<file path="config.mk">
export PLATFORM = sky130hd
export DESIGN_NAME = cache_tag_stage
export DESIGN_NICKNAME = d
export VERILOG_FILES = /design/src/common/cache_pkg.sv /design/src/cache/cache_victim_sel.sv /design/src/cache/cache_tag_stage.sv
export SDC_FILE = /design/constraint.sdc
export NUM_CORES = 1
export LEC_CHECK = 0
export BUFFER_PORTS_ARGS = -buffer_cell sky130_fd_sc_hd__buf_2
export CAP_MARGIN = 0
export CORE_AREA = 5 5 203 205
export CTS_CLUSTER_DIAMETER = 120
export DETAILED_ROUTE_END_ITERATION = 16
export DIE_AREA = 0 0 208 210
export HOLD_SLACK_MARGIN = 0.03
export PLACE_DENSITY = 0.66
export SYNTH_ARGS = -nofsm -noshare
export SYNTH_HDL_FRONTEND = slang
export SYNTH_SLANG_ARGS = --single-unit
</file>
<file path="constraint.sdc">
create_clock -name clk -period 3 [get_ports clk]
set_input_delay 0.15 -clock clk [delete_from_list [all_inputs] [get_ports clk]]
set_output_delay 0.15 -clock clk [all_outputs]
set_load 0.1 [all_outputs]
</file>
<file path="src/common/cache_pkg.sv">
// cache package
// address split, line geometry and the lookup / far-memory encodings
`default_nettype none

package cache_pkg;

  // ============================================================
  // address layout {tag, set, offset}
  // ============================================================
  localparam int ADDR_WIDTH     = 20;
  localparam int OFFSET_WIDTH   = 4;     // 16-byte line
  localparam int SET_WIDTH      = 4;     // 16 sets
  localparam int TAG_WIDTH      = ADDR_WIDTH - SET_WIDTH - OFFSET_WIDTH;
  localparam int NUM_SETS       = 2 ** SET_WIDTH;

  // line geometry
  localparam int WORD_WIDTH     = 32;
  localparam int WORDS_PER_LINE = 4;
  localparam int WORD_SEL_WIDTH = 2;     // taken from offset[3:2]
  localparam int TQ_ID_WIDTH    = 4;

  typedef logic [WORDS_PER_LINE-1:0][WORD_WIDTH-1:0] cache_line_t;   // 128b line

  // lookup opcode
  typedef enum logic [1:0] {
    RD_LU   = 2'd0,
    WR_LU   = 2'd1,
    FILL_LU = 2'd2
  } lu_op_t;

  // lookup result, NO_RSP only while the q3 slot is empty
  typedef enum logic [1:0] {
    NO_RSP = 2'd0,
    HIT    = 2'd1,
    MISS   = 2'd2,
    FILL   = 2'd3
  } lu_result_t;

  typedef enum logic {
    FILL_REQ_OP    = 1'b0,   // line fetch on rd/wr miss
    DIRTY_EVICT_OP = 1'b1    // write back of a modified victim
  } fm_opcode_t;

endpackage

`default_nettype wire

</file>
<file path="src/cache/cache_victim_sel.sv">
// fill victim selector
// first free way, else first way with a clear MRU bit; flags dirty evicts
`timescale 1ns/1ps
`default_nettype none

module cache_victim_sel #(
  parameter int NUM_WAYS = 4
) (
  input  logic                        is_fill,
  input  logic [NUM_WAYS-1:0]         way_valid,
  input  logic [NUM_WAYS-1:0]         way_mru,
  input  logic [NUM_WAYS-1:0]         way_modified,
  output logic [NUM_WAYS-1:0]         victim,       // one-hot, zero if no fill
  output logic [$clog2(NUM_WAYS)-1:0] victim_enc,
  output logic                        dirty_evict
);

  logic [NUM_WAYS-1:0] cand;   // ways eligible for replacement

  always_comb begin
    cand       = (|(~way_valid)) ? ~way_valid : ~way_mru;   // free ways win
    victim     = '0;
    victim_enc = '0;
    // scan from the top so the lowest candidate is the one that sticks
    for (int w = NUM_WAYS - 1; w >= 0; w--) begin
      if (cand[w]) begin
        victim     = '0;
        victim[w]  = 1'b1;
        victim_enc = $clog2(NUM_WAYS)'(w);
      end
    end
    if (!is_fill) begin
      victim     = '0;
      victim_enc = '0;
    end
  end

  // only a valid modified line has to go back to far memory
  assign dirty_evict = |(victim & way_valid & way_modified);

  // the MRU flip in q2 never leaves a full set with every MRU bit set
  always_comb begin
    if (is_fill) begin
      fill_victim_a: assert final (|victim)
        else $error("fill found no victim way");
    end
  end

endmodule

`default_nettype wire

</file>
<file path="src/cache/cache_tag_stage.sv">
// cache tag stage
// q1 tag array read, q2 forwarding, tag compare, MRU / valid / modified update
// and tag write-back, registered hand-off to q3
`timescale 1ns/1ps
`default_nettype none

module cache_tag_stage
  import cache_pkg::*;
#(
  parameter int  NUM_WAYS    = 4,
  localparam int WAY_WIDTH   = $clog2(NUM_WAYS),
  localparam int ENTRY_WIDTH = NUM_WAYS * (TAG_WIDTH + 3)   // {tags, valid, mod, mru}
) (
  input  logic                          clk,
  input  logic                          rst_n,
  // lookup request, q1
  input  logic                          req_valid,
  input  var lu_op_t                    req_op,
  input  logic [ADDR_WIDTH-1:0]         req_address,
  input  logic [TQ_ID_WIDTH-1:0]        req_tq_id,
  input  logic [WORD_WIDTH-1:0]         req_data,
  input  var cache_line_t               req_cl_data,
  input  logic                          req_fill_modified,
  // tag array
  output logic [SET_WIDTH-1:0]          set_rd_addr,
  input  logic [ENTRY_WIDTH-1:0]        set_rd_entry,
  output logic                          set_wr_en,
  output logic [SET_WIDTH-1:0]          set_wr_addr,
  output logic [ENTRY_WIDTH-1:0]        set_wr_entry,
  // data array read, q2
  output logic [SET_WIDTH+WAY_WIDTH-1:0] cl_rd_addr,
  // q3 pipe
  output logic                          q3_valid,
  output lu_op_t                        q3_op,
  output logic [TAG_WIDTH-1:0]          q3_tag,
  output logic [SET_WIDTH-1:0]          q3_set,
  output logic [OFFSET_WIDTH-1:0]       q3_offset,
  output logic [TQ_ID_WIDTH-1:0]        q3_tq_id,
  output logic [WORD_WIDTH-1:0]         q3_word,
  output cache_line_t                   q3_line,
  output logic                          q3_hit,
  output logic [SET_WIDTH+WAY_WIDTH-1:0] q3_data_addr,
  output logic                          q3_dirty_evict,
  output logic [TAG_WIDTH-1:0]          q3_old_tag
);

  logic                              q2_valid;
  lu_op_t                            q2_op;
  logic [TAG_WIDTH-1:0]              q2_tag;
  logic [SET_WIDTH-1:0]              q2_set;
  logic [OFFSET_WIDTH-1:0]           q2_offset;
  logic [TQ_ID_WIDTH-1:0]            q2_tq_id;
  logic [WORD_WIDTH-1:0]             q2_word;
  cache_line_t                       q2_line;
  logic                              q2_fill_mod;
  logic [ENTRY_WIDTH-1:0]            fwd_entry;   // tag write of the lookup now in q3
  logic [NUM_WAYS-1:0][TAG_WIDTH-1:0] cur_tags, new_tags;
  logic [NUM_WAYS-1:0]               cur_valid, cur_mod, cur_mru;
  logic [NUM_WAYS-1:0]               new_valid, new_mod, new_mru;
  logic [NUM_WAYS-1:0]               hit_vec, victim, touched;
  logic [WAY_WIDTH-1:0]              hit_enc, victim_enc;
  logic                              hit, is_fill, dirty_evict;

  // ============================================================
  // q1  tag read and request capture
  // ============================================================
  assign set_rd_addr = req_address[OFFSET_WIDTH +: SET_WIDTH];

  always_ff @(posedge clk) begin
    if (!rst_n) begin
      q2_valid <= 1'b0;
    end else begin
      q2_valid <= req_valid;
    end
  end

  always_ff @(posedge clk) begin
    q2_op       <= req_op;
    q2_tag      <= req_address[ADDR_WIDTH-1 -: TAG_WIDTH];
    q2_set      <= req_address[OFFSET_WIDTH +: SET_WIDTH];
    q2_offset   <= req_address[OFFSET_WIDTH-1:0];
    q2_tq_id    <= req_tq_id;
    q2_word     <= req_data;
    q2_line     <= req_cl_data;
    q2_fill_mod <= req_fill_modified;
  end

  // ============================================================
  // q2  forwarding, compare, victim, set update
  // ============================================================
  // back-to-back same set: the array still holds the state before q3's write
  assign {cur_tags, cur_valid, cur_mod, cur_mru} =
    (q3_valid && (q3_set == q2_set)) ? fwd_entry : set_rd_entry;

  always_comb begin
    hit_enc = '0;
    for (int w = 0; w < NUM_WAYS; w++) begin
      hit_vec[w] = q2_valid && cur_valid[w] && (cur_tags[w] == q2_tag);
      if (hit_vec[w]) begin
        hit_enc = WAY_WIDTH'(w);
      end
    end
  end
  assign hit     = |hit_vec;
  assign is_fill = q2_valid && (q2_op == FILL_LU);

  cache_victim_sel #(.NUM_WAYS(NUM_WAYS)) u_victim_sel (
    .is_fill      (is_fill),
    .way_valid    (cur_valid),
    .way_mru      (cur_mru),
    .way_modified (cur_mod),
    .victim       (victim),
    .victim_enc   (victim_enc),
    .dirty_evict  (dirty_evict)
  );

  always_comb begin
    new_tags  = cur_tags;   // default keeps the set as read
    new_valid = cur_valid;
    new_mod   = cur_mod;
    new_mru   = cur_mru;
    touched   = '0;         // stays zero on a miss
    if (q2_valid && hit && (q2_op != FILL_LU)) begin
      touched = hit_vec;
      new_mru = cur_mru | hit_vec;
      if (q2_op == WR_LU) begin
        new_mod = cur_mod | hit_vec;   // write hit dirties the line
      end
    end
    if (is_fill) begin
      touched              = victim;
      new_mru              = cur_mru | victim;
      new_valid            = cur_valid | victim;
      new_tags[victim_enc] = q2_tag;
      new_mod              = q2_fill_mod ? (cur_mod | victim) : (cur_mod & ~victim);
    end
    // pseudo-LRU wrap, restart from the way just used
    if ((|touched) && (&new_mru)) begin
      new_mru = touched;
    end
  end

  assign set_wr_en    = q2_valid;   // written back on every lookup
  assign set_wr_addr  = q2_set;
  assign set_wr_entry = {new_tags, new_valid, new_mod, new_mru};
  assign cl_rd_addr   = {q2_set, is_fill ? victim_enc : hit_enc};

  // ============================================================
  // q2 -> q3 hand-off
  // ============================================================
  always_ff @(posedge clk) begin
    if (!rst_n) begin
      q3_valid <= 1'b0;
    end else begin
      q3_valid <= q2_valid;
    end
  end

  always_ff @(posedge clk) begin
    q3_op          <= q2_op;
    q3_tag         <= q2_tag;
    q3_set         <= q2_set;
    q3_offset      <= q2_offset;
    q3_tq_id       <= q2_tq_id;
    q3_word        <= q2_word;
    q3_line        <= q2_line;
    q3_hit         <= hit;
    q3_data_addr   <= cl_rd_addr;
    q3_dirty_evict <= dirty_evict;
    q3_old_tag     <= cur_tags[victim_enc];   // evict address for q3
    fwd_entry      <= set_wr_entry;
  end

  // forwarding plus the victim choice keep each tag at most once per set
  hit_onehot_a: assert property (@(posedge clk) disable iff (!rst_n)
    $onehot0(hit_vec));

endmodule

`default_nettype wire

</file>
Word level (Yosys, flattened, before mapping). Index checks and enable logic that the tools add are counted.

Register bits: 455. Input bits: 250. Output and inout bits: 282. Logic and storage cells: 100.

Order comparisons: 2. Equality and inequality tests: 8. Muxes and demuxes: 32. Bitwise operators: 11. Reduce and logical (&&, ||, !) cells: 19.

Operator list (number): two-way mux 4 bit (16); two-way mux 60 bit (1); bitwise mux 48 bit (1); == test 12 bit (4); two-way mux 48 bit (1); binary-select mux 12 bit (select 2 bit) (1); demux 12 bit (select 2 bit) (1); two-way mux 12 bit (2); OR 4 bit (5); two-way mux 2 bit (8); OR reduction 4 bit (4); logical AND 1 bit (14); AND 4 bit (3); inverter 4 bit (3); == test 4 bit (1); AND reduction 4 bit (1); < comparator 2 x 3 -> 1 bit (second input constant) (1); == test 2 x 1 -> 1 bit (second input constant) (1); == test 2 bit (second input constant) (1); >= comparator 2 x 1 -> 1 bit (second input constant) (1); inequality test 2 bit (second input constant) (1); two-way mux 1 bit (1).

Depth between registers and ports, before layout.
Depth in word-level cells: 17. Gate-level depth with buffers: 12.

By module. From an unflattened synthesis, not the netlist that was laid out.

Cell total of the unflattened synthesis: 998. Area total of the unflattened synthesis: 12533.3 um2.

By module, submodules not included: cache_tag_stage (times used 1, cells an instance 970, area each 12355.6 um2); cache_victim_sel (times used 1, cells an instance 28, area each 177.7 um2).

Least setup slack after synthesis. OpenSTA, ideal clock, no wires.

Path type: reg-to-reg. Start point: register q2_set[0] (netlist: set_wr_addr[0]). End point: register fwd_entry[7]. Setup time: 0.286 ns. Data arrival time: 4.437 ns. Required time: 2.714 ns. Path slack: -1.723 ns. Stages on the path, launching flop included: 10. Buffers on the path: 1. Path through: dfxtp_1 xor2_1 or3_4 nor2_2 buf_4 mux2i_1 o2bb2ai_1 a2111oi_0 a211oi_1 a21oi_1.

Word-level cells in the longest chain between the ends: 15.

Ends and longest elaborated chain: from (decl) (line cache_tag_stage.sv:50) `logic [SET_WIDTH-1:0] q2_set;`; from (signal assigned) (line cache_tag_stage.sv:80) `q2_set <= req_address[OFFSET_WIDTH +: SET_WIDTH];`; == test 4 bit * (line cache_tag_stage.sv:93) `(q3_valid && (q3_set == q2_set)) ? fwd_entry : set_rd_entry;`; logical AND 1 bit * (line cache_tag_stage.sv:93); two-way mux 60 bit * (line cache_tag_stage.sv:93); inverter 4 bit (line cache_victim_sel.sv:21) `cand = (|(~way_valid)) ? ~way_valid : ~way_mru;`; OR reduction 4 bit (line cache_victim_sel.sv:21); two-way mux 4 bit (line cache_victim_sel.sv:21); two-way mux 4 bit (4 in a row) (line cache_victim_sel.sv:26) `if (cand[w]) begin`; two-way mux 4 bit (line cache_victim_sel.sv:32) `if (!is_fill) begin`; inverter 4 bit (line cache_tag_stage.sv:135) `new_mod = q2_fill_mod ? (cur_mod | victim) : (cur_mod & ~victim);`; AND 4 bit (line cache_tag_stage.sv:135); two-way mux 4 bit (line cache_tag_stage.sv:135); two-way mux 4 bit * (line cache_tag_stage.sv:130) `if (is_fill) begin`; named net set_wr_entry[7] (line cache_tag_stage.sv:29) `output logic [ENTRY_WIDTH-1:0] set_wr_entry,`; to (signal assigned) (line cache_tag_stage.sv:171) `fwd_entry <= set_wr_entry;`; to (decl) (line cache_tag_stage.sv:56) `logic [ENTRY_WIDTH-1:0] fwd_entry;`.

Mark *: on every way through the listed nets, which the timed path passes. The rest lies on a longest branch. A chain may end at the register's enable or synchronous reset.

==> results.json <==
{
  "drv_slew": 0,
  "slowest_stage": "or3_4",
  "arrival_ns": 3.55,
  "fin_area_um2": 23700,
  "cts-root-buf": "clkbuf_16",
  "syn_avg_cell_area_um2": 12.4,
  "routed_via_density": 4.66,
  "synth_area_leaders": "dfxtp_1 72%, mux2i_1 4.3%, xnor2_1 2.6%",
  "firstDrtPassIters": 5,
  "area_growth_syn_to_layout_pct": 88.0,
  "seq_area_frac_synth_pct": 71.6,
  "gr-total-overflow": 0,
  "end_kind": "primary output",
  "grt_max_degree": 20,
  "ioPinCount": 532,
  "drtIter0Drc": 686,
  "final_cell_mix": "469 x buf_2, 437 x dfxtp_1, 214 x dlygate4sd3_1",
  "synth_edf_count": 0,
  "setup_slack_ns": -0.699,
  "final_common_cell": "buf_2",
  "drc": 0,
  "wl_per_cell_um": 23.1,
  "synth_seq_cells": 451,
  "synth_cell_types": 62,
  "finalCriticalPeriod_ns": 3.70,
  "final_net_count": 2183,
  "violations": "negative setup slack",
  "grt_pass1_vias": 12800,
  "critPathTopFamily": "simple AND/OR/NAND/NOR gates",
  "rsz0062_at_grt": "true",
  "fp.dieH_um": 210,
  "drt-total-wl_um": 57700,
  "synth_top_area_cell": "dfxtp_1",
  "postSynthCellCount": 1016,
  "status": "complete, but fails checks",
  "rows": 73,
  "start_kind": "flip-flop",
  "cp.required_ns": 2.85,
  "core_area_um2": 39300,
  "placed_area_um2": 18300,
  "critPathKind": "flip-flop to primary output",
  "period_share_pct": 123,
  "post-route-util_pct": 60.4,
  "critPathBufInv": 4,
  "cts_tree": "done",
  "cts_max_level": 2,
  "track_usage_pct": 25.1,
  "p_per_area_nw_per_um2": 660,
  "clock_latency_ns": 0.59,
  "setup_violations": 62,
  "antenna_found_initial": 7,
  "start_util_pct": 32.1,
  "synth_nets": 1266,
  "worst_slew_pin_slew_ns": 1.05,
  "io_buffers": 531,
  "yosysWarnings": 0,
  "async_flop_share_pct": 0,
  "peakVddDrop_uv": 702,
  "worst_slew_margin_rel_pct": 30.1,
  "drv_cap": 0,
  "cts_sinks": 451,
  "crit_path_max_fanout": 7,
  "path_cells": "xor2_2 > or3_4 > buf_6 > or4_4 > o2111ai_4 > nand4_4 > buf_6 > o31ai_4 > o22ai_2 > a211oi_4 > buf_12 > o21bai_4 > buf_12",
  "grt_pass1_wl_um": 82900,
  "fmax_mhz": 270,
  "synth_area_um2": 12600,
  "gp_congestion": 0.926,
  "dp_hpwl_um": 38800,
  "layout-drive-gt1-share_pct": 49.4,
  "die_area_um2": 43700,
  "synth_ff_type": "dfxtp_1",
  "netlist.area_leader.share_pct": 71.6,
  "slowest_delay_ns": 0.43,
  "vias": 11700,
  "ant_nets": 0,
  "hold_viol_final": 0,
  "clockBufferDepth": 3,
  "clk_pin_slew_worst_paths_ns": 0.06,
  "fin_skew_ns": 0.0331,
  "fp.dieW_um": 208,
  "hold_class": "input pin to flip-flop",
  "numCtsBuffers": 47,
  "p_leak_nw": 10.4
}
==> state kept, by name, indices dropped and copies added (netlist names), 2 cells and up <==
name	flops
fwd_entry	60
q2_line	128
q2_offset	4
q2_op	2
q2_tag	12
q2_tq_id	4
q2_word	32
q3_data_addr	6
q3_line	128
q3_offset	4
q3_old_tag	12
q3_op	2
q3_tag	12
q3_tq_id	4
q3_word	32
set_wr_addr	4
==> worst paths after layout <==
check / from / end / slack [ns] / depth (start not counted)
worst max-delay path: q3_data_addr[5] / set_wr_entry[1] / -0.70 / 13
worst min-delay path: set_rd_entry[41] / q3_old_tag[5] / 0.05 / 3
worst max register to register: q3_data_addr[5] / q3_old_tag[4] / 0.07 / 12
worst min register to register: q2_line[8] / q3_line[8] / 0.31 / 0
==> repair_timing <==
action,CTS,global route
endpoints found under the setup margin,64,69
resized for setup,169,72
endpoints found under the hold margin,217,0
cloned,9,0
setup buffers,42,25
hold buffers,214,0
pin swaps,45,29
==> worst reg2reg max path: cells and delay by family (launching register included) <==
kind                   cells  cell delay [ns]
AO/OA/AOI/OAI              4             0.83
buffers and inverters      5             0.89
XOR/XNOR                   1             0.17
flip-flops                 1             0.35
AND/OR/NAND/NOR            2             0.50
==> metal layers <==
metal | GRT usage [%] | vias to the layer above | wire, um
met1 | 25.8 | 5640 | 19500
met2 | 47.1 | 567 | 30600
met5 | 0 | - | 0
li1 | - | 5309 | -
met3 | 8.69 | 135 | 5200
met4 | 9.13 | 0 | 2410
==> synth_stat cells, drive strengths merged, types with 3 or more instances <==
cell type / count
nor3: 14
nor2: 71
o21ai: 13
o2111ai: 7
a211oi: 10
nand2: 59
a21boi: 3
nand4b: 5
clkbuf: 17
a31oi: 5
xnor2: 37
inv: 15
nand4: 10
nor4: 10
nor3b: 4
nand3: 17
dfxtp: 451
o22a: 11
and2: 10
buf: 41
or4: 5
mux2i: 54
o22ai: 5
xor2: 26
a21oi: 63
a2111oi: 5
nand2b: 6
mux2: 3
o221ai: 16
==> area by class of cell <==
cell class                      count  area (um2)
Antenna cell                        9        22.5
Clock buffer                       62        1310
Clock inverter                     22         267
Fill cell                        2945       15600
Inverter                           15        56.3
Multi-Input combinational cell    492        4690
Sequential cell                   451        9070
Tap cell                          525         657
Timing Repair Buffer              926        7630
==> report_power, final <==
part / switching (W) / internal [W] / total, W
logic: 0.00224 / 0.000928 / 0.00317
registers: 0.000160 / 0.00632 / 0.00648
clock network: 0.00262 / 0.00339 / 0.00600
total: 0.00502 / 0.0106 / 0.0157
==> logic make-up (layout without fill, tap and decap cells) <==
group / Yosys count / in the layout / synth area share (%)
DFF: 451 / 451 / 71.6
and+or+nand+nor: 218 / 218 / 8.40
AOI/OAI and AO/OA: 154 / 154 / 8.29
buffers and inverters: 73 / 1025 / 2.78
xor gates and xnor gates: 63 / 63 / 4.38
muxes: 57 / 57 / 4.55
other: 0 / 9 / 0
==> through the flow <==
step	worst slack [ns]	cells	hold slack, ns	TNS (ns)	total power, W
2_1_floorplan	-0.209	1016	0.178	-1.96	0.00850
3_3_place_gp	-0.252	2129	0.252	-1.04	0.00933
3_5_place_dp	-0.286	2129	0.254	-1.34	0.00935
4_1_cts	-0.730	2474	0.0326	-28.18	0.0156
5_1_grt	-0.802	2500	0.0534	-27.89	0.0161
6_report	-0.699	2502	0.0541	-20.47	0.0157
Power figures use the tool's default switching activity.
