[src/hdl/sync_ram.sv]
// synchronous 1R1W storage array
// registered read port, whole array cleared by reset
`timescale 1ns/1ps
`default_nettype none

module sync_ram #(
  parameter int  DEPTH   = 16,
  parameter type entry_t = logic [31:0]
) (
  input  logic                     clk,
  input  logic                     rst_n,
  input  logic [$clog2(DEPTH)-1:0] rd_addr,
  input  logic                     wr_en,
  input  logic [$clog2(DEPTH)-1:0] wr_addr,
  input  var entry_t               wr_data,
  output entry_t                   rd_data
);

  entry_t mem [DEPTH];

  // read sees the old entry when the same location is written this cycle
  always_ff @(posedge clk) begin
    if (!rst_n) begin
      for (int i = 0; i < DEPTH; i++) begin
        mem[i] <= '0;   // every entry back to zero
      end
      rd_data <= '0;
    end else begin
      if (wr_en) begin
        mem[wr_addr] <= wr_data;
      end
      rd_data <= mem[rd_addr];
    end
  end

endmodule

`default_nettype wire

[config.mk]
export PLATFORM = sky130hd
export DESIGN_NAME = sync_ram
export DESIGN_NICKNAME = d
export VERILOG_FILES = /design/src/hdl/sync_ram.sv
export SDC_FILE = /design/constraint.sdc
export NUM_CORES = 1
export LEC_CHECK = 0
export BUFFER_PORTS_ARGS = -buffer_cell sky130_fd_sc_hd__buf_4
export CAP_MARGIN = 5
export CORE_MARGIN = 1
export CORE_UTILIZATION = 56
export DETAILED_ROUTE_END_ITERATION = 10
export PLACE_DENSITY_LB_ADDON = 0.15
export SYNTH_ARGS = -nofsm -noshare
export SYNTH_HDL_FRONTEND = slang
export SYNTH_SLANG_ARGS = --single-unit
[constraint.sdc]
create_clock -name clk -period 3.7 [get_ports clk]
set_input_delay 0.555 -clock clk [delete_from_list [all_inputs] [get_ports clk]]
set_output_delay 0.555 -clock clk [all_outputs]
set_load 0.05 [all_outputs]
; ---- Word level (Yosys, flattened, before mapping)
; Memory sizes are Yosys's and may differ from the RTL's. A register that Yosys moved wholly into a read port is not among the register bits.
; Cells that the tools add are included.
[word_totals]
ramBits = 512
rom_bits = 0
reg_bits = 0
output_inout_bits = 32
n_memories = 1
latchBits = 0
[op_classes]
n_mux = 7
n_eq_ne = 0
reduce_logical = 2
n_div = 0
n_bitwise = 0
n_addsub = 0
multipliers = 0
shifts = 0
order_cmp = 0
[mem_list]
columns = memory, words, word_bits, rd, rd_clocked_by_memory_dff, write_ports, line
row1 = mem, 16, 32, 1, 1, 16, 19  ; entry_t mem [DEPTH];
[ops]
columns = operator, n
row1 = $mux W32, 1
row2 = $reduce_or A32 Y1, 1
row3 = $mux W1, 5
row4 = $mux W4, 1
row5 = $logic_not A1 Y1, 1

; ---- Logic depth before layout (Yosys ltp)
; Gate-level depths: netlist of run 1.
[logic_depth]
word_depth = 5
mapped_depth = 8
mapped_depth_nobuf = 4

; ---- Worst setup path after synthesis of run 1
; No wires, ideal clock.
[synth_timing]
kind = input -> register
from = input port wr_addr[3]
to = memory mem[2][0] in the netlist's numbering (enable)
path_buffers = 1
setup_slack_ps = -158
arrival_time_ps = 3392
cell_stages = 3
path_cell_list = or3_1 -> buf_2 -> o21ai_0
[synth_lines]
columns = item, line
row1 = start: declaration, 14  ; input logic [$clog2(DEPTH)-1:0] wr_addr,
row2 = end: declaration, 19

==> summary.md, run 1 <==
| Metric | Value |
|---|---|
| Initial Util | 0.571 |
| Remaining Overflow, GRT | 0 |
| Clock buffer depth | 3 |
| Post-synth net total | roughly 1.7k |
| Nets | ~1.8k |
| Crit path required time | between 3 and 4 ns |
| Hold Startpoint | wr_data[25] |
| Htree depth | 2 |
| Synth warn | 0 |
| Worst setup EP type | register |
| CTS tree | built |
| Post-Synthesis Cells | about 1.7k |
| Latest clock arrival within the worst-skew pair | ~0.6 ns |
| CTS resizes | 0 |
| Proportion of synthesized area in mux cells | 0.110 |
| Crit path from | rst_n |
| Post-synth top area cell | edfxtp_1 |
| Pins Over Slew Limit | 0 |
| Hold buffers post-CTS | 0 |
| Slew headroom | 0.434 |
| Vias | between 10k and 15k |
| Crit path to | mem[3][28] |
| Largest net degree at the start of global routing | 38 |
| CTS buffer count | 55 |
| Row count | 75 |
| FMAX | 0.435 GHz |
| Post-synthesis sequential area ratio | 0.664 |
| Simple-Gate Fraction of Synth Area | 0.158 |
| Largest family of logic cells by synthesized area | simple AND/OR/NAND/NOR gates |
| Reg2reg end | rd_data[10] |
| Outcome | completed |
| Die X | between 200 and 250 um |
| Worst Reg-to-Reg Cells | 4 |
| Die area | about 0.044 sq mm |
| Setup CP Type | input pin to register |
| Adder-cell area share of the yosys netlist | 0 |
| Final WL | 59,600 um |
| Post-CTS Setup Bufs | 0 |
| Tcrit/Tclk final | 0.621 |
| Commonest cells after routing, fill and taps aside | and2_1 (512), edfxtp_1 (512), mux2i_1 (192), buf_4 (125), a22oi_1 (80) |
| Final setup viols | 0 |
| Post-Syn Area per Cell | roughly 14 sq um |
| Crit path launch type | input pin |
| Global-route wire length before repair | about 89,000 um |
| Vias in the first global route | 14.0k |
| Unrepaired setup endpoints after global routing | false |
| Worst-path maximum fanout | 22 |
| CP arrival | between 2 and 3 ns |
| Final instance area | roughly 0.027 sq mm |
| Clock transition at the registers of the reported paths | 0.06 ns |
| Post-synthesis cell area | approximately 0.024 sq mm |
| Dominant cells by area after synthesis | edfxtp_1 (64%), and2_1 (13%), mux2i_1 (8.0%), mux4_2 (3.0%), dfxtp_1 (2.7%) |
| DP HPWL | 34,800 um |
| Post-synth top area share | 0.638 |
| Post-synthesis xor/xnor area fraction | 0 |
| Compound-Gate Fraction of Synth Area | 0.0399 |
| Yosys cell types | 28 |
| Reg2Reg Setup Slack | between 2 and 2.5 ns |
| Final ANT Viol Nets | 0 |
| GPL Wtd Cong | around 0.79 |
| DRC viols | 0 |
| Clk root buf | clkbuf_16 |
| Layout cells sized above 1 | 0.160 |
| Worst VDD drop | between 0.0003 and 0.0004 V |
| Max Cap Viol | 0 |
| Final hold vios | 0 |
| Synth-to-Final Area Change | 12.8% |
| Clk_skew | 0.0114 ns |
| Worst-Margin Slew | ~0.85 ns |
| Pleak | 0.0102 uW |
| Chip Height | approximately 210 um |
| Gr usage total | 0.277 |
| Power per cell area | 508 mW/mm^2 |
| Core Area | between 0.04 and 0.05 sq mm |
| Port Buffers | 74 |
| Placed inst area | about 0.025 sq mm |
| # IOs | 75 |
| Synth Register Bits | approximately 540 |
| R2r startpoint | mem[6][10] |
| Pre-antenna DRT Iters | 5 |
| Drt first-iter violations | around 1.3k |
| Initial antenna violation count | 4 |
| CTS Sinks | around 540 |
| Fin crit period | roughly 2.3 ns |
| Hold Path Class | input pin to register |
| Avg Vias per Cell | 5.96 |
| WL/cell | approximately 26 um |
| Overall Power | ~14,000 uW |
## layout make-up
class	count	area, sq um
well taps	539	674
clock inverters	19	170
repair buffers	133	1090
fillers	3039	15000
diodes	2	5.00
clock buffers	84	1620
flip-flops and latches	544	16000
multi-input cells	990	7620
## cell usage after synthesis
| library cell | n |
|---|---|
| nand3_1 | 32 |
| edfxtp_1 | 512 |
| nor2b_1 | 3 |
| a22oi_1 | 80 |
| buf_4 | 13 |
| nand2b_1 | 22 |
| dfxtp_1 | 32 |
| nand4b_1 | 1 |
| buf_1 | 3 |
| clkbuf_2 | 3 |
| clkbuf_1 | 93 |
| nor2_2 | 3 |
| mux2i_1 | 192 |
| nand2_1 | 35 |
| nor3_4 | 1 |
| or3_1 | 1 |
| buf_8 | 3 |
| mux4_2 | 32 |
| o21ai_1 | 9 |
| nor2_1 | 10 |
| buf_2 | 20 |
| buf_6 | 6 |
| and2_1 | 513 |
| nor3_2 | 3 |
| nand4_2 | 1 |
| o21ai_0 | 35 |
| nand4b_2 | 1 |
| a221oi_1 | 16 |
## sequential cells by signal, summed over array words and instances, names as in the netlist
signal	count
rd_data	32
mem	512
## metal layers
metal  vias to the layer above  GRT usage  share of wire
met2                       492      0.461           0.49
met1                      7003      0.374           0.41
met3                       110     0.0383          0.063
met5                         -          0        0.00018
li1                       6173          -              -
met4                         2      0.107          0.031
## per-stage QoR
step | setup slack (ns) | std cells | hold slack (ns) | setup TNS [ns] | util
finish | 1.40 | 2311 | 0.363 | 0 | 0.644
global route | 1.30 | 2311 | 0.361 | 0 | 0.644
CTS | 1.40 | 2309 | 0.330 | 0 | 0.644
detailed placement | 0.793 | 2206 | 0.663 | 0 | 0.602
global placement | 0.805 | 2206 | 0.664 | 0 | 0.602
floorplan | -0.148 | 1675 | 0.625 | -9.45 | -
## worst min-delay path by stage
stage	to	depth (start not counted)
floorplan	rd_data[7]	3
global placement	rd_data[14]	3
detailed placement	rd_data[11]	3
global route	mem[5][29]	2
CTS	mem[5][25]	2
finish	mem[8][25]	2
## power breakdown
part / leakage (uW) / switching [uW] / internal (uW)
registers: 0.00515 / 105 / 7090
clock network: 0.000884 / 2270 / 3210
logic: 0.00414 / 761 / 379
total: 0.0102 / 3140 / 10700
## worst max-delay path, cell delays in order
cell     delay [ns]
buf_4          0.39
nand2_1        0.08
or3_1          0.54
o21ai_4        0.74
buf_12         0.25
## cell families after synthesis
family,after synthesis
AND/OR/NAND/NOR,626
flip-flops,544
multiplexers,224
buffers and inverters,141
AO/OA/AOI/OAI,140
Note: power is estimated with default switching activity, not from simulation.
==> inputs of run 2 (changes only) <==
--- a/config.mk
+++ b/config.mk
@@ -8,7 +8,7 @@
 export BUFFER_PORTS_ARGS = -buffer_cell sky130_fd_sc_hd__buf_4
 export CAP_MARGIN = 5
 export CORE_MARGIN = 1
-export CORE_UTILIZATION = 56
+export CORE_UTILIZATION = 58
 export DETAILED_ROUTE_END_ITERATION = 10
 export PLACE_DENSITY_LB_ADDON = 0.15
 export SYNTH_ARGS = -nofsm -noshare
==> constraint.sdc (replaced) <==
create_clock -name clk -period 2.4 [get_ports clk]
set_input_delay 0.36 -clock clk [delete_from_list [all_inputs] [get_ports clk]]
set_output_delay 0.36 -clock clk [all_outputs]
set_load 0.05 [all_outputs]
==> run 2 against run 1 <==
Net effect: via count grew 1.4%; utilization increased by 2.7 points; worst setup slack got worse by 0.61 ns; highest routed layer is now met4; largest cell class unchanged; first-iteration DRC count up 6.0%; critical path depth down 4; combinational power up 61%.
==> summary.md, run 2 (synthesis results as in run 1) <==
| Metric | Value |
|---|---|
| GPL Wtd Cong | 0.809 (+2.4%) |
| Overall Power | 21,200 uW (+53%) |
| DRC viols | 0 (unchanged) |
| Worst Hold End | mem[15][1] |
| Pleak | 0.0103 uW (+1.3%) |
| Final WL | 60,400 um (+1.4%) |
| Port Buffers | 74 (unchanged) |
| Layout cells sized above 1 | 0.169 (+0.00881) |
| CP arrival | 1.25 ns (-1.33 ns) |
| Row count | 74 (-1.3%) |
| Fin crit period | 1.61 ns |
| Final ANT Viol Nets | 0 (unchanged) |
| CTS tree | built |
| Gr usage total | 0.296 (+0.0182) |
| Worst Reg-to-Reg Cells | 4 (unchanged) |
| Clock buffer depth | 3 (unchanged) |
| Placed insts | 2,226 (+0.91%) |
| Global-route wire length before repair | 89,600 um (+1.2%) |
| Vias | 14.0k (+1.4%) |
| Crit path launch type | register |
| Post-CTS Setup Bufs | 0 (unchanged) |
| Fillers | 2,922 (-3.8%) |
| Nets | 1,793 (+1.5%) |
| CP Buf/Inv Count | 1 (-1) |
| FF/Latch Area | 0.0160 sq mm (unchanged) |
| Final setup viols | 0 (unchanged) |
| Hold buffers post-CTS | 0 (unchanged) |
| Hold Crit Depth | 2 (unchanged) |
| Max reg flops | 512 (unchanged) |
| Synth-to-Final Area Change | 14.0% |
| Fin Hold WS | 0.156 ns (-0.207 ns) |
| Latest clock arrival within the worst-skew pair | 0.60 ns (about the same) |
| Htree depth | 2 (unchanged) |
| # IOs | 75 (unchanged) |
| Core Area | 0.0409 sq mm (-3.1%) |
| Worst-Margin Slew | 0.695 ns (-0.151 ns) |
| Reg2Reg Setup Slack | 0.99 ns (-1.31 ns) |
| Max Cap Viol | 0 (unchanged) |
| Pre-antenna DRT Iters | 6 (+1) |
| Commonest cells after routing, fill and taps aside | and2_1 (512), edfxtp_1 (512), mux2i_1 (192), buf_4 (140), a22oi_1 (80) |
| Fin Setup TNS | 0 ns (unchanged) |
| Crit path required time | 2.04 ns (-1.95 ns) |
| Final hold vios | 0 (unchanged) |
| Worst VDD drop | 0.000615 V (+69%) |
| Largest net degree at the start of global routing | 49 (+29%) |
| Critical path cell sequence | buf_4 |
| CTS Sinks | 544 (unchanged) |
| Worst setup EP type | output pin |
| Clock transition at the registers of the reported paths | 0.06 ns (about the same) |
| Slew headroom | 0.537 (+0.103) |
| Chip Height | 206 um (-1.7%) |
| Tcrit/Tclk final | 0.672 |
| Finished Layout Cells | 2,333 (+0.95%) |
| Clk_skew | 0.0122 ns (+0.000770 ns) |
| Initial Util | 0.589 (+0.0182) |
| Initial antenna violation count | 2 (-2) |
| Reg2reg end | rd_data[25] |
| Slowest CP cell | dfxtp_1 |
| Power per cell area | 770 mW/mm^2 (+52%) |
| Remaining Overflow, GRT | 0 (unchanged) |
| Worst path top cell family by delay | flip-flops |
| Hold Startpoint | wr_data[1] |
| Drt first-iter violations | 1,369 (+6.0%) |
| Vias in the first global route | 13.9k (-0.57%) |
| Die area | 0.0424 sq mm (-3.4%) |
| DP HPWL | 36,400 um (+4.6%) |
| Top Registers | mem x512, rd_data x32 |
| Clk root buf | clkbuf_16 |
| Area of the multi-input gates | 0.00762 sq mm (unchanged) |
| Worst-path maximum fanout | 1 (-95%) |
| WL/cell | 25.9 um (+0.47%) |
| Final setup margin | 0.788 ns (-0.614 ns) |
| Unrepaired setup endpoints after global routing | false |
| Most flops, register | mem |
| Hold Path Class | input pin to register |
| Place WS | 0.269 ns (-0.524 ns) |
| Setup CP Type | register to output pin |
| FMAX | approximately 0.62 GHz |
| CP max stage delay | 0.42 ns (-0.32 ns) |
| Outcome | completed |
| CTS buffer count | 54 (-1.8%) |
| Avg Vias per Cell | 5.99 (+0.45%) |
| Pins Over Slew Limit | 0 (unchanged) |
| R2r startpoint | mem[3][25] |
| Die X | 206 um (-1.7%) |
| CTS resizes | 0 (unchanged) |
-- run 2: changes by cell type in the layout (fill, tap and decap cells not counted), moves of 3 or more --
cell and delta:
clkbuf_1 +10, clkbuf_8 -3, clkinv_2 -3, buf_12 +12
diode_2 +3, clkinv_1 -4, buf_4 +15
-- run 2: final cells by class --
cell class              count  share of cell area
flip-flops and latches    544               0.583
multi-input cells         990               0.277
clock buffers              91              0.0587
repair buffers            160              0.0526
well taps                 532              0.0242
clock inverters            11             0.00391
diodes                      5            0.000455
-- run 2: where the power goes --
part	switching (uW)	total [uW]	leakage, uW	internal (uW)
combinational	1200	1830	0.00432	630
sequential	166	11100	0.00515	10900
clock	3450	8230	0.000840	4780
total	4820	21200	0.0103	16300
-- run 2: metal layers --
layer  wire, um  track usage  vias to the layer above  part of all wire
met1      24800        0.419                     7069              0.41
met3       5050       0.0448                       93             0.084
met4       1600        0.110                        0             0.027
li1           -            -                     6235                 -
met2      28900        0.466                      577              0.48
met5          0            0                        -                 0
-- run 2: how the worst max path moves through the flow --
stage / startpoint / to / slack [ns] / cells after the start
3_3_place_gp: rd_addr[0] / rd_data[8] / 0.27 / 7
6_report: rd_data[24] / rd_data[24] / 0.79 / 1
2_1_floorplan: wr_addr[3] / mem[3][0] / -0.39 / 3
4_1_cts: rd_data[24] / rd_data[24] / 0.77 / 1
3_5_place_dp: rd_addr[0] / rd_data[12] / 0.27 / 7
5_1_grt: rd_data[24] / rd_data[24] / 0.76 / 1
-- run 2: metrics by stage --
| stage | util | instance area [sq um] |
|---|---|---|
| detailed placement | 0.629 | 25800 |
| finish | 0.672 | 27500 |
| floorplan | - | 24100 |
| global placement | 0.629 | 25800 |
| global route | 0.671 | 27500 |
| CTS | 0.671 | 27500 |
==> inputs of run 3 (changes only) <==
--- a/config.mk
+++ b/config.mk
@@ -5,6 +5,7 @@
 export SDC_FILE = /design/constraint.sdc
 export NUM_CORES = 1
 export LEC_CHECK = 0
+export ABC_AREA = 1
 export BUFFER_PORTS_ARGS = -buffer_cell sky130_fd_sc_hd__buf_4
 export CAP_MARGIN = 5
 export CORE_MARGIN = 1
==> constraint.sdc (replaced) <==
create_clock -name clk -period 1.6 [get_ports clk]
set_input_delay 0.24 -clock clk [delete_from_list [all_inputs] [get_ports clk]]
set_output_delay 0.24 -clock clk [all_outputs]
set_load 0.05 [all_outputs]
==> run 3 against run 2 <==
Net effect: sequential share of layout area is 3.2 points lower; clock power is 57% higher; die area is 3.9% higher; clock skew is 0.0065 ns higher; critical path depth stayed put; wire length is 16% higher; final area is 5.8% higher; total power is 56% higher; utilization is 1.6 points higher; sequential cell count stayed put; largest power group unchanged.
==> summary.md, run 3 <==
| Metric | Value |
|---|---|
| Slowest CP cell | dfxtp_1 |
| GPL Wtd Cong | 0.889 (+9.9%) |
| Post-Synthesis Cells | 2,705 (+61%) |
| Worst VDD drop | 0.000936 V (+52%) |
| Number of diodes | 0 (-5) |
| Finished Layout Cells | 3,423 (+47%) |
| Final hold vios | 0 (unchanged) |
| Final WL | 69,800 um (+16%) |
| Worst path top cell family by delay | flip-flops |
| Pre-antenna DRT Iters | 6 (unchanged) |
| Row count | 75 (+1.4%) |
| # IOs | 75 (unchanged) |
| Htree depth | 2 (unchanged) |
| CTS buffer count | 56 (+3.7%) |
| Yosys cell types | 14 (-50%) |
| Post-synth top area cell | edfxtp_1 |
| Area of the multi-input gates | 0.00708 sq mm (-7.2%) |
| Crit path launch type | register |
| Port Buffers | 74 (unchanged) |
| Nets | 2,844 (+59%) |
| Most flops, register | mem |
| Overall Power | 33,000 uW (+56%) |
| FFs w/ async S/R, synth | 0 (unchanged) |
| Synth-to-Final Area Change | 16.1% |
| Synth warn | 0 (unchanged) |
| Worst Hold End | mem[1][2] |
| Pins Over Slew Limit | 0 (unchanged) |
| Slew headroom | 0.605 (+0.0678) |
| Tcrit/Tclk final | 0.986 |
| Dominant synthesized flop cell | edfxtp_1 |
| Post-CTS Setup Bufs | 0 (unchanged) |
| Worst setup EP type | output pin |
| Final ANT Viol Nets | 0 (unchanged) |
| Global-route wire length before repair | 106,000 um (+19%) |
| Final setup viols | 0 (unchanged) |
| Remaining Overflow, GRT | 0 (unchanged) |
| Dominant cells by area after synthesis | edfxtp_1 (61%), nand2_1 (12%), nor2_1 (7.7%), nand3_1 (6.4%), inv_1 (4.4%) |
| Synth top cells by count | nand2_1 (802), nor2_1 (515), edfxtp_1 (512), nand3_1 (320), inv_1 (296) |
| CP arrival | 1.34 ns (+0.09 ns) |
| Synth Register Bits | 544 (unchanged) |
| Fillers | 3,186 (+9.0%) |
| Crit path required time | 1.36 ns (-0.68 ns) |
| Max reg flops | 512 (unchanged) |
| Hold buffers post-CTS | 0 (unchanged) |
| CP Buf/Inv Count | 1 (unchanged) |
| Power per cell area | 1140 mW/mm^2 (+47%) |
| Die X | 210 um (+1.9%) |
| Outcome | completed |
| Hold Crit Depth | 3 (+1) |
| Core Area | 0.0423 sq mm (+3.4%) |
| Post-synth top area share | 0.614 (-0.0242) |
| Setup CP Type | register to output pin |
| CP max stage delay | 0.48 ns (+0.06 ns) |
| Chip Height | 210 um (+1.9%) |
| Latest clock arrival within the worst-skew pair | 0.61 ns (about the same) |
| Gr usage total | 0.323 (+0.0276) |
| Largest net degree at the start of global routing | 57 (+16%) |
| Worst Reg-to-Reg Cells | 7 (+3) |
| R2r startpoint | mem[14][15] |
| Most instantiated library cell after synthesis | nand2_1 |
| CTS tree | built |
| DRC viols | 0 (unchanged) |
| DP HPWL | 43,300 um (+19%) |
| Commonest cells after routing, fill and taps aside | nand2_1 (769), nor2_1 (515), edfxtp_1 (512), nand3_1 (320), inv_1 (295) |
| FMAX | 0.634 GHz |
| Post-synth net total | 2,748 (+60%) |
| Initial Util | 0.592 (+0.00305) |
| Clock transition at the registers of the reported paths | 0.06 ns (about the same) |
| Critical path cell sequence | buf_4 |
| FF/Latch Area | 0.0160 sq mm (unchanged) |
| Avg Vias per Cell | 5.58 (-6.8%) |
| Unrepaired setup endpoints after global routing | false |
| Placed insts | 3,320 (+49%) |
| Fin Setup TNS | 0 ns (unchanged) |
| Fin crit period | ~1.6 ns |
| Post-synthesis sequential area ratio | 0.639 (-0.0252) |
| Initial antenna violation count | 0 (-2) |
| Most common cell after layout, fill and taps aside | nand2_1 |
| Hold Path Class | input pin to register |
| Clk_skew | 0.0188 ns (+0.00654 ns) |
| CTS Sinks | 544 (unchanged) |
| Worst-path maximum fanout | 1 (unchanged) |
| Post-synthesis cell area | 0.0251 sq mm (+3.9%) |
| Die area | 0.0440 sq mm (+3.9%) |
| Top Registers | mem x512, rd_data x32 |
| Vias | 19.1k (+37%) |
| Drt first-iter violations | 2,178 (+59%) |
| Pleak | 0.0129 uW (+25%) |
| Reg2Reg Setup Slack | 0.36 ns (-0.63 ns) |
| Hold Startpoint | wr_data[2] |
| Fin util | 0.687 (+0.0156) |
| Layout cells sized above 1 | 0.123 (-0.0459) |
| CTS resizes | 0 (unchanged) |
| Reg2reg end | rd_data[15] |
| Max Cap Viol | 0 (unchanged) |
| Vias in the first global route | 18.6k (+34%) |
| Worst-Margin Slew | 0.591 ns (-0.104 ns) |
| Fin Hold WS | 0.108 ns (-0.0487 ns) |
| Clk root buf | clkbuf_16 |
| Clock buffer depth | 3 (unchanged) |
| WL/cell | 20.4 um (-21%) |
| Post-synth EDFFs | 512 (unchanged) |
| Post-Syn Area per Cell | 9.26 sq um (-36%) |
## run 3: how the worst max path moves through the flow
stage / start / to / slack, ns / cells after the start
2_1_floorplan: rst_n / mem[10][0] / 0.008 / 6
3_3_place_gp: wr_addr[1] / mem[10][16] / -0.09 / 6
3_5_place_dp: wr_addr[0] / mem[6][9] / -0.11 / 5
4_1_cts: rd_data[10] / rd_data[10] / 0.004 / 1
5_1_grt: rd_data[10] / rd_data[10] / 0.03 / 1
6_report: rd_data[10] / rd_data[10] / 0.02 / 1
## run 3: cells by family (layout without fill, tap and decap cells)
| family | after synthesis | in the layout | synth area share |
|---|---|---|---|
| AO/OA/AOI/OAI | 32 | 32 | 0.00639 |
| AND/OR/NAND/NOR | 1641 | 1641 | 0.263 |
| flip-flops | 544 | 544 | 0.639 |
| buffers and inverters | 488 | 629 | 0.0917 |
## run 3: layer usage
metal | vias to the layer above | track usage | part of all wire
li1 | 8770 | - | -
met1 | 9112 | 0.426 | 0.38
met2 | 1062 | 0.539 | 0.48
met3 | 164 | 0.0406 | 0.094
met4 | 0 | 0.146 | 0.043
met5 | - | 0 | 0
## run 3: area by class of cell
type,count,area share
Sequential cell,544,0.551
Clock inverter,17,0.00559
Clock buffer,86,0.0566
Tap cell,577,0.0248
Multi-Input combinational cell,1673,0.243
Timing Repair Buffer,228,0.0801
Inverter,298,0.0388
## run 3: stage by stage
stage,area (sq um),setup WS [ns]
final,29100,0.0223
after global routing,29100,0.0314
after CTS,29100,0.00411
after detailed placement,27300,-0.111
after global placement,27300,-0.0891
after floorplan,25400,0.00840
## run 3: power breakdown
group	internal [uW]	switching (uW)
clock network	7520	5400
logic	1100	2370
registers	16400	249
total	25000	8020
## run 3: worst reg2reg max path: stages (launching register included)
cell      delay [ns]
edfxtp_1        0.37
inv_1           0.06
nand2_1         0.05
nand3_1         0.07
nand3_1         0.09
nand3_1         0.24
a21oi_1         0.10
buf_4           0.16
